`config.mk`:
```
export PLATFORM = sky130hd
export DESIGN_NAME = road_crosser
export DESIGN_NICKNAME = d
export VERILOG_FILES = /design/src/logic/road_pkg.sv /design/src/logic/car_lane.sv /design/src/logic/player_mover.sv /design/src/logic/rate_divider.sv /design/src/logic/road_crosser.sv
export SDC_FILE = /design/constraint.sdc
export NUM_CORES = 1
export LEC_CHECK = 0
export BUFFER_PORTS_ARGS = -buffer_cell sky130_fd_sc_hd__buf_2
export CAP_MARGIN = 40
export CORE_ASPECT_RATIO = 2
export CORE_MARGIN = 2
export CORE_UTILIZATION = 57
export DETAILED_ROUTE_END_ITERATION = 8
export PLACE_DENSITY = 0.78
export SLEW_MARGIN = 30
export SYNTH_ARGS = -nofsm -noshare
export SYNTH_HDL_FRONTEND = slang
export SYNTH_SLANG_ARGS = --single-unit
```
`constraint.sdc`:
```
create_clock -name clock -period 2.5 [get_ports clock]
set_input_delay 0.625 -clock clock [delete_from_list [all_inputs] [get_ports clock]]
set_output_delay 0.625 -clock clock [all_outputs]
set_load 0.1 [all_outputs]
```
`src/logic/road_pkg.sv`:
```
/* Road crosser shared constants */

package road_pkg;

    // Screen coordinate, wide enough for x up to 159
    typedef logic [7:0] coord_t;

    // Divider counter width
    localparam int PERIOD_W = 8;

    // Divider period and count value
    typedef logic [PERIOD_W-1:0] period_t;

    // Playfield is 160 by 120
    localparam coord_t MAX_X = 8'd159;
    localparam coord_t MAX_Y = 8'd119;

    // Safe zone spans SAFE_Y_MIN up to the last row
    localparam coord_t SAFE_Y_MIN = 8'd100;

    // Player starts mid screen on the bottom row of the safe zone
    localparam coord_t PLAYER_START_X = 8'd80;
    localparam coord_t PLAYER_START_Y = SAFE_Y_MIN + 8'd19;

    // Lane layout
    localparam int N_LANES       = 3;
    localparam int CARS_PER_LANE = 4;

    // Car k of a lane resets to column k * CAR_SPACING
    localparam int CAR_SPACING = 40;

    // All car columns of one lane
    typedef coord_t [CARS_PER_LANE-1:0] lane_cars_t;

    // Player step rate in clock cycles
    localparam period_t PLAYER_PERIOD = 8'd4;

    // Per lane step rate, index 0 is the fastest lane
    localparam period_t [N_LANES-1:0] LANE_PERIOD = {
        period_t'(7),
        period_t'(5),
        period_t'(3)
    };

endpackage

```
`src/logic/car_lane.sv`:
```
/* Car lane mover */

module car_lane #(
    parameter int LANE = 0
) (
    input  logic                 clock,
    input  logic                 rst_n,
    input  logic                 game_running,
    output road_pkg::lane_cars_t car_x
);

    // Step pulse for the whole lane
    logic lane_tick;

    // Columns after one step
    road_pkg::lane_cars_t next_car_x;

    // Each lane runs at its own rate
    rate_divider #(
        .PERIOD (road_pkg::LANE_PERIOD[LANE])
    ) i_lane_divider (
        .clock  (clock),
        .rst_n  (rst_n),
        .enable (game_running),
        .tick   (lane_tick)
    );

    // Advance one column to the right
    // Wrap from the right edge back to column 0
    always_comb
    begin
        for (int k = 0; k < road_pkg::CARS_PER_LANE; k++)
        begin
            if (car_x[k] == road_pkg::MAX_X)
            begin
                next_car_x[k] = '0;
            end
            else
            begin
                next_car_x[k] = car_x[k] + road_pkg::coord_t'(1);
            end
        end
    end

    // Car columns
    // All cars of the lane step on the same edge
    always_ff @(posedge clock or negedge rst_n)
    begin
        if (!rst_n)
        begin
            // Evenly spaced across the road
            for (int k = 0; k < road_pkg::CARS_PER_LANE; k++)
            begin
                car_x[k] <= road_pkg::coord_t'(k * road_pkg::CAR_SPACING);
            end
        end
        else if (lane_tick)
        begin
            car_x <= next_car_x;
        end
    end

endmodule

```
`src/logic/player_mover.sv`:
```
/* Player movement control */

module player_mover (
    input  logic             clock,
    input  logic             rst_n,
    input  logic             start_game,
    input  logic             up_n,
    input  logic             down_n,
    input  logic             left_n,
    input  logic             right_n,
    output logic             game_running,
    output road_pkg::coord_t player_x,
    output road_pkg::coord_t player_y
);

    // Step pulse from the player divider
    logic player_tick;

    // Position after applying the held key
    road_pkg::coord_t next_x;
    road_pkg::coord_t next_y;

    // Idle until start, then running for good
    always_ff @(posedge clock or negedge rst_n)
    begin
        if (!rst_n)
        begin
            game_running <= 1'b0;
        end
        else if (start_game)
        begin
            // Sticky, later start pulses change nothing
            game_running <= 1'b1;
        end
    end

    // Player pacing, only counts while running
    rate_divider #(
        .PERIOD (road_pkg::PLAYER_PERIOD)
    ) i_player_divider (
        .clock  (clock),
        .rst_n  (rst_n),
        .enable (game_running),
        .tick   (player_tick)
    );

    // Key priority up, down, left, right
    // Only the top held key is considered
    always_comb
    begin
        next_x = player_x;
        next_y = player_y;

        if (!up_n)
        begin
            // Blocked at the top row
            if (player_y != '0)
            begin
                next_y = player_y - road_pkg::coord_t'(1);
            end
        end
        else if (!down_n)
        begin
            // Blocked at the bottom row
            if (player_y != road_pkg::MAX_Y)
            begin
                next_y = player_y + road_pkg::coord_t'(1);
            end
        end
        else if (!left_n)
        begin
            // Blocked at the left column
            if (player_x != '0)
            begin
                next_x = player_x - road_pkg::coord_t'(1);
            end
        end
        else if (!right_n)
        begin
            // Blocked at the right column
            if (player_x != road_pkg::MAX_X)
            begin
                next_x = player_x + road_pkg::coord_t'(1);
            end
        end
    end

    // Position registers
    // Keys sampled on the tick cycle, new position one edge later
    always_ff @(posedge clock or negedge rst_n)
    begin
        if (!rst_n)
        begin
            player_x <= road_pkg::PLAYER_START_X;
            player_y <= road_pkg::PLAYER_START_Y;
        end
        else if (player_tick)
        begin
            player_x <= next_x;
            player_y <= next_y;
        end
    end

endmodule

```
`src/logic/rate_divider.sv`:
```
/* Enable gated tick divider */

module rate_divider #(
    parameter road_pkg::period_t PERIOD = road_pkg::PLAYER_PERIOD
) (
    input  logic clock,
    input  logic rst_n,
    input  logic enable,
    output logic tick
);

    // Cycle count within the current period
    road_pkg::period_t count;

    // One cycle pulse on the last count of every enabled period
    assign tick = enable && (count == PERIOD - road_pkg::period_t'(1));

    always_ff @(posedge clock or negedge rst_n)
    begin
        if (!rst_n)
        begin
            count <= '0;
        end
        else if (!enable)
        begin
            // Held at zero so the first tick lands PERIOD cycles after enable
            count <= '0;
        end
        else if (tick)
        begin
            count <= '0;
        end
        else
        begin
            count <= count + road_pkg::period_t'(1);
        end
    end

endmodule

```
`src/logic/road_crosser.sv`:
```
/* Road crosser game core */

module road_crosser (
    input  logic                                         clock,
    input  logic                                         rst_n,

    // Arms the game
    input  logic                                         start_game,

    // Direction keys, pressed when low
    input  logic                                         up_n,
    input  logic                                         down_n,
    input  logic                                         left_n,
    input  logic                                         right_n,

    // Game state and positions
    output logic                                         game_running,
    output road_pkg::coord_t                             player_x,
    output road_pkg::coord_t                             player_y,

    // Car columns, one packed group per lane
    output road_pkg::lane_cars_t [road_pkg::N_LANES-1:0] car_x
);

    // Player, also owns the start state
    player_mover i_player_mover (
        .clock        (clock),
        .rst_n        (rst_n),
        .start_game   (start_game),
        .up_n         (up_n),
        .down_n       (down_n),
        .left_n       (left_n),
        .right_n      (right_n),
        .game_running (game_running),
        .player_x     (player_x),
        .player_y     (player_y)
    );

    // One mover per lane
    // Row of each car follows from the lane index
    for (genvar lane = 0; lane < road_pkg::N_LANES; lane++)
    begin : g_lane
        car_lane #(
            .LANE (lane)
        ) i_car_lane (
            .clock        (clock),
            .rst_n        (rst_n),
            .game_running (game_running),
            .car_x        (car_x[lane])
        );
    end

endmodule

```
# Word level (Yosys, flattened, before mapping)
# Index checks and enable logic that the tools add are counted.
# word_totals
out_inout_bits,113
ff_bits,145
inputBits,7
# op_classes
n_mux,28
reduce_logical,10
eq_ne,22
add_sub_neg,20
# op_table
op,n
$mux W8,28
$add A8 B1 Y8 const B,18
$eq A8 B8 Y1 const B,12
$eq A8 B2 Y1 const B,2
$eq A8 B3 Y1 const B,2
$reduce_bool A8 Y1,2
$sub A8 B1 Y8 const B,2
$ne A8 B7 Y1 const B,1
$ne A8 B8 Y1 const B,1
$reduce_and A6 Y1,1
$logic_and A1 B1 Y1,4
$ne A2 B1 Y1 const B,2
$ne A2 B2 Y1 const B,2
$reduce_and A4 Y1,1
$reduce_bool A2 Y1,2

# Longest topological paths before layout
# logic_depth
depth_word,4
ltp_mapped,9

# By module
# From an unflattened synthesis, not the netlist that was laid out.
# hier_totals
hier_cells,738
hier_area_um2,7778.7
# by_module_without_submodules
mod,seq_area_each_um2,area_per_inst_um2,cells_per_inst,instances
car_lane,810.8,1611.5,150,3
player_mover,435.4,1265.0,122,1
rate_divider at g_lane[1].i_car_lane.i_lane_divider,200.2,432.9,44,1
rate_divider at g_lane[0].i_car_lane.i_lane_divider,200.2,430.4,40,1
rate_divider at g_lane[2].i_car_lane.i_lane_divider,200.2,424.2,42,1
rate_divider at i_player_mover.i_player_divider,200.2,391.6,40,1

# Worst setup path after synthesis
# No wires, ideal clock.
# synth_path
kind,register -> register
start,register i_player_mover.player_x[1]
end,register i_player_mover.player_x[7]
stages_incl_launch_ff,7
setup_slack_ns,0.131
path_buffers,0
arrival_time_ns,2.210
synth_period_minus_slack_ns,2.369
required_time_ns,2.341
cell_sequence,dfrtp_1 > ha_1 > a211oi_1 > o21ai_0 > a211oi_1 > o21bai_1 > xnor2_1
# synth_via
elab_chain_len,4
elab_cells_between_ends,11
# synth_rtl
element,line_no,text
from (decl),player_mover.sv:12,"output road_pkg::coord_t player_x,"
from (signal assigned),player_mover.sv:94,player_x <= road_pkg::PLAYER_START_X;
from (signal assigned),player_mover.sv:99,player_x <= next_x;
$add A8 B1 Y8,player_mover.sv:83,next_x = player_x + road_pkg::coord_t'(1);
$mux W8,player_mover.sv:81,if (player_x != road_pkg::MAX_X)
$mux W8,player_mover.sv:78,else if (!right_n)
$mux W8,player_mover.sv:70,else if (!left_n)
# Parallel ways exist; a longest one is shown, timed or not. The select of a mux whose other input is x is not followed.
# A chain may end at the register's enable or synchronous reset.

# Worst setup path after layout
# layout_path
start,register i_player_mover.player_y[5]
end,register i_player_mover.player_y[3]
# layout_via
elab_chain_len,3
elab_cells_between_ends,5
# layout_rtl
element,line_no,text
from (decl),player_mover.sv:13,output road_pkg::coord_t player_y
from (signal assigned),player_mover.sv:95,player_y <= road_pkg::PLAYER_START_Y;
from (signal assigned),player_mover.sv:100,player_y <= next_y;
$ne A8 B7 Y1 / $reduce_bool A8 Y1 (equally long branches),"player_mover.sv:65, player_mover.sv:57",
$ne A2 B1 Y1 (no source line) / $reduce_bool A2 Y1 (equally long branches),-,
$reduce_and A4 Y1 (no source line) (*),-,
# Mark *: on every way between the ends. The rest lies on a longest branch, timed or not.

==> results.md <==
Finish:
- The number of antenna repair diodes is 0.
- The library cells used most frequently in the layout, excluding fill and tap cells, are sky130_fd_sc_hd__buf_2, sky130_fd_sc_hd__dfrtp_1, sky130_fd_sc_hd__nand2_1.
- The core utilization of the finished layout is 69.6%.
- From synthesis to final layout, the design area changed by 19.6%.
- Leaving out fill and tap cells, the most frequent cell in the layout is sky130_fd_sc_hd__buf_2.
- The net count of the finished layout is 893.
- The post-route cell area is 0.00874 mm^2.
- The non-filler instance count after layout is 1,016.
- Cells with a size suffix above 1 make up 24.9% of the layout.

GRT:
- The pin count of the biggest net entering global routing is 68.
- The global-route usage over all layers is 23.5%.
- The global route total overflow is 0.
- The wire length of the first global-routing pass is 26.8 mm.
- The via count of the first global-routing pass is 5,977.
- The number of antenna violations at the first check in global routing is 0.

Setup path:
- The worst register-to-register path has a setup slack of 390 ps.
- Walking the worst path, the cells encountered are nand4_1 -> nor4_1 -> nor3_1 -> o21bai_2 -> mux2_2.
- In this design, the largest share of critical-path delay is due to simple AND/OR/NAND/NOR gates.
- Counting cells, the worst reg-to-reg path comes to 5.
- Data arrives at the worst endpoint at 2410 ps.
- The longest individual stage delay on the worst path is 580 ps.
- STA puts the critical path data required time at 2790 ps.
- The start of the worst register-to-register path is i_player_mover.player_y[5].
- The maximum fanout encountered on the critical timing path is 7.
- For this design, the slowest cell found on the critical path is sky130_fd_sc_hd__dfstp_2.
- The worst register-to-register path ends at i_player_mover.player_y[3].
- Counting both buffers and inverters, the worst setup path holds a total of 0.
- The worst setup path is launched from a register.
- The setup path with the least slack is of type register to register.
- The kind of end point of the critical path is a register.

Timing:
- For the final routed database, the setup TNS stands at 0 ps.
- The clock period minus worst slack is 2110 ps.
- Setup violations remaining at the end of the flow were counted as 0.
- The worst setup slack after layout is 386 ps.
- The final worst clock skew is 10.1 ps.
- The fmax is 0.473 GHz.
- For the pin with the worst max-slew slack, the measured transition is 656 ps.
- The worst hold-check slack is 196 ps.
- The ratio of final minimum period to clock period is 84.6%.
- Setup repair after global routing left no endpoint under its margin.
- The count of final hold-check violations was 0.
- The final count of pins violating max slew is 0.
- Headroom to the max-slew limit came out at 55.7%.

Flow run:
- The number of max-cap violations is 0.

Hold path:
- In this run the worst hold path is classified as input port to async pin.

Outcome:
- The flow ran to the end, and the final reports show no timing, DRC or antenna violations.

Synth:
- The number of distinct standard cells referenced by the synthesized netlist is 50.
- Of the post-synthesis cell area, the dominant cell type holds 38.7%.
- The cell area after synthesis is 0.00731 mm^2.
- Ranked by total cell area, the synthesized netlist is headed by sky130_fd_sc_hd__dfrtp_1, sky130_fd_sc_hd__dfstp_2, sky130_fd_sc_hd__xnor2_1, sky130_fd_sc_hd__ha_1, sky130_fd_sc_hd__nand2_1.
- The post-synthesis sequential area ratio is 50.2%.
- Among all flip-flop cells after synthesis, the most frequent one is sky130_fd_sc_hd__dfrtp_1.
- The biggest area contributor in the post-synthesis netlist is sky130_fd_sc_hd__dfrtp_1.
- The number of enable flip-flop cells after synthesis is 0.
- Each instance of the synthesized netlist takes up on average 10.2 um^2.
- The synthesized netlist net count is 757.
- The number of flip-flops and latches in the synthesized netlist is 145.
- Synthesis produced a netlist whose cell count is 717.
- Yosys printed 0 warnings.
- In the synthesized netlist the async set-or-reset flop fraction comes to 100%.

CTS:
- The maximum clock path buffer count is 2.
- The clock insertion delay at the later pin of the skew report is 410 ps.
- CTS built an H-tree with a depth of 4.
- The post-CTS clock slew at the launch and capture registers of the worst setup and hold paths is 60 ps.
- Counting every sink on the clock net gives 145.
- The root cell of the clock tree is sky130_fd_sc_hd__clkbuf_16.
- In this run the post-CTS setup repair buffer count came out at 0.
- The number of clock buffers added by TritonCTS is 17.
- The TritonCTS clock tree is yes.
- The count of cells resized by post-cts repair is 0.
- Hold repair after CTS inserted 0 buffers.

Route:
- In the final routed layout, each cell accounts on average for 16.0 um.
- In this run, the number of DRC markers left after iteration 0 of detailed routing was 229.
- The detail-routed via count per cell is 5.94.
- The final wirelength is 16.2 mm.
- The detailed-router iteration count before antenna repair is 4.
- The remaining design rule violation count is 0.
- The detail route stage leaves a number of antenna-violating nets equal to 0.
- The routed layout has 6,031 vias.

Placed design:
- The placed instances occupy a cell area of 0.00816 mm^2.
- The number of placed instances with taps included is 984.
- The setup slack after placement is 95.1 ps.
- During placement, the flow inserted port buffers numbering 119.
- Routability-driven placement finished with a final weighted congestion of 0.823.
- The HPWL reported at the end of detailed placement is 11.7 mm.

Floorplanning:
- After floorplanning, the core was divided into 58 placement rows.
- The count of boundary I/O pins is 120.
- The die area is 0.0138 mm^2.
- The die outline width is 84.1 um.
- The starting utilization of the core area is 58.2%.
- The core footprint is 0.0126 mm^2.
- The die height is 164 um.

Pwr:
- The overall power consumption is 12.1 mW.
- Across the VDD grid, the largest voltage drop is 1.32 mV.
- The reported leakage power is 4.25 nW.
- The power per unit of standard cell area is 1380 mW/mm^2.
[cells in the mapped netlist, types with 2 or more instances]
cell                       instances
sky130_fd_sc_hd__a211oi_1          2
sky130_fd_sc_hd__a21o_1           20
sky130_fd_sc_hd__a21oi_1          13
sky130_fd_sc_hd__a31oi_1          13
sky130_fd_sc_hd__and2_1            3
sky130_fd_sc_hd__and3_1           31
sky130_fd_sc_hd__and4_1            7
sky130_fd_sc_hd__buf_2             8
sky130_fd_sc_hd__buf_6             2
sky130_fd_sc_hd__clkbuf_1          6
sky130_fd_sc_hd__dfrtp_1         113
sky130_fd_sc_hd__dfstp_2          32
sky130_fd_sc_hd__fa_1              2
sky130_fd_sc_hd__ha_1             31
sky130_fd_sc_hd__inv_1            11
sky130_fd_sc_hd__mux2_2           11
sky130_fd_sc_hd__nand2_1          92
sky130_fd_sc_hd__nand3_1          30
sky130_fd_sc_hd__nand4_1          42
sky130_fd_sc_hd__nor2_1           47
sky130_fd_sc_hd__nor2b_1           4
sky130_fd_sc_hd__nor3_1           22
sky130_fd_sc_hd__nor4_1           12
sky130_fd_sc_hd__nor4b_1           3
sky130_fd_sc_hd__o211ai_1          4
sky130_fd_sc_hd__o21ai_0          52
sky130_fd_sc_hd__o31ai_1           4
sky130_fd_sc_hd__or2_2             2
sky130_fd_sc_hd__or3_1             3
sky130_fd_sc_hd__or4_1             3
sky130_fd_sc_hd__xnor2_1          55
sky130_fd_sc_hd__xor2_1           19
[routing by layer]
| layer | routed length [um] | GRT usage [%] | vias to the layer above |
|---|---|---|---|
| met2 | 9180 | 44.1 | 146 |
| met5 | 0 | 0 | - |
| li1 | - | - | 2854 |
| met4 | 247 | 9.46 | 0 |
| met1 | 6260 | 25.4 | 3005 |
| met3 | 528 | 4.87 | 26 |
[where the power goes]
part           internal (mW)  total (mW)  leakage, nW  switching, mW
clock network           1.48        2.49        0.270           1.01
registers               3.03        3.88         1.81          0.845
logic                   1.35        5.71         2.17           4.36
total                   5.86        12.1         4.25           6.21
[sequential cells by signal (all words and copies together), names as in the netlist]
name	count
g_lane.i_car_lane.car_x	96
g_lane.i_car_lane.i_lane_divider.count	24
i_player_mover.player_y	8
i_player_mover.i_player_divider.count	8
i_player_mover.player_x	8
i_player_mover.game_running	1
[worst max-delay path by stage]
| stage | from | end | slack, ps | cells past startpoint |
|---|---|---|---|---|
| floorplan | i_player_mover.player_x[1] | i_player_mover.player_x[7] | 130 | 6 |
| global placement | up_n | i_player_mover.player_y[5] | 130 | 8 |
| detailed placement | left_n | i_player_mover.player_x[7] | 100 | 8 |
| CTS | g_lane[0].i_car_lane.i_lane_divider.count[3] | g_lane[0].i_car_lane.car_x[13] | 400 | 6 |
| global route | g_lane[1].i_car_lane.i_lane_divider.count[0] | g_lane[1].i_car_lane.car_x[21] | 240 | 7 |
| finish | i_player_mover.player_y[5] | i_player_mover.player_y[3] | 390 | 5 |
[area by class of cell]
cell class / count / area, um^2
clock buffer: 18 / 429
clock inverter: 14 / 155
fill: 956 / 3810
inverter: 11 / 41.3
multi-input combinational: 545 / 3510
sequential: 145 / 3670
tap: 150 / 188
timing repair buffer: 133 / 744
[cell families (layout without fill, tap and decap cells)]
| kind of cell | Yosys count | in the layout | synth area share (%) |
|---|---|---|---|
| and+or+nand+nor | 309 | 309 | 21.6 |
| DFF | 145 | 145 | 50.2 |
| AOI/OAI and AO/OA | 116 | 116 | 9.69 |
| xor gates and xnor gates | 74 | 74 | 8.87 |
| adders and majority gates | 33 | 33 | 5.86 |
| buffers and inverters | 27 | 176 | 1.73 |
| muxes | 13 | 13 | 2.04 |
No activity file was read; power rests on OpenSTA's default activity.
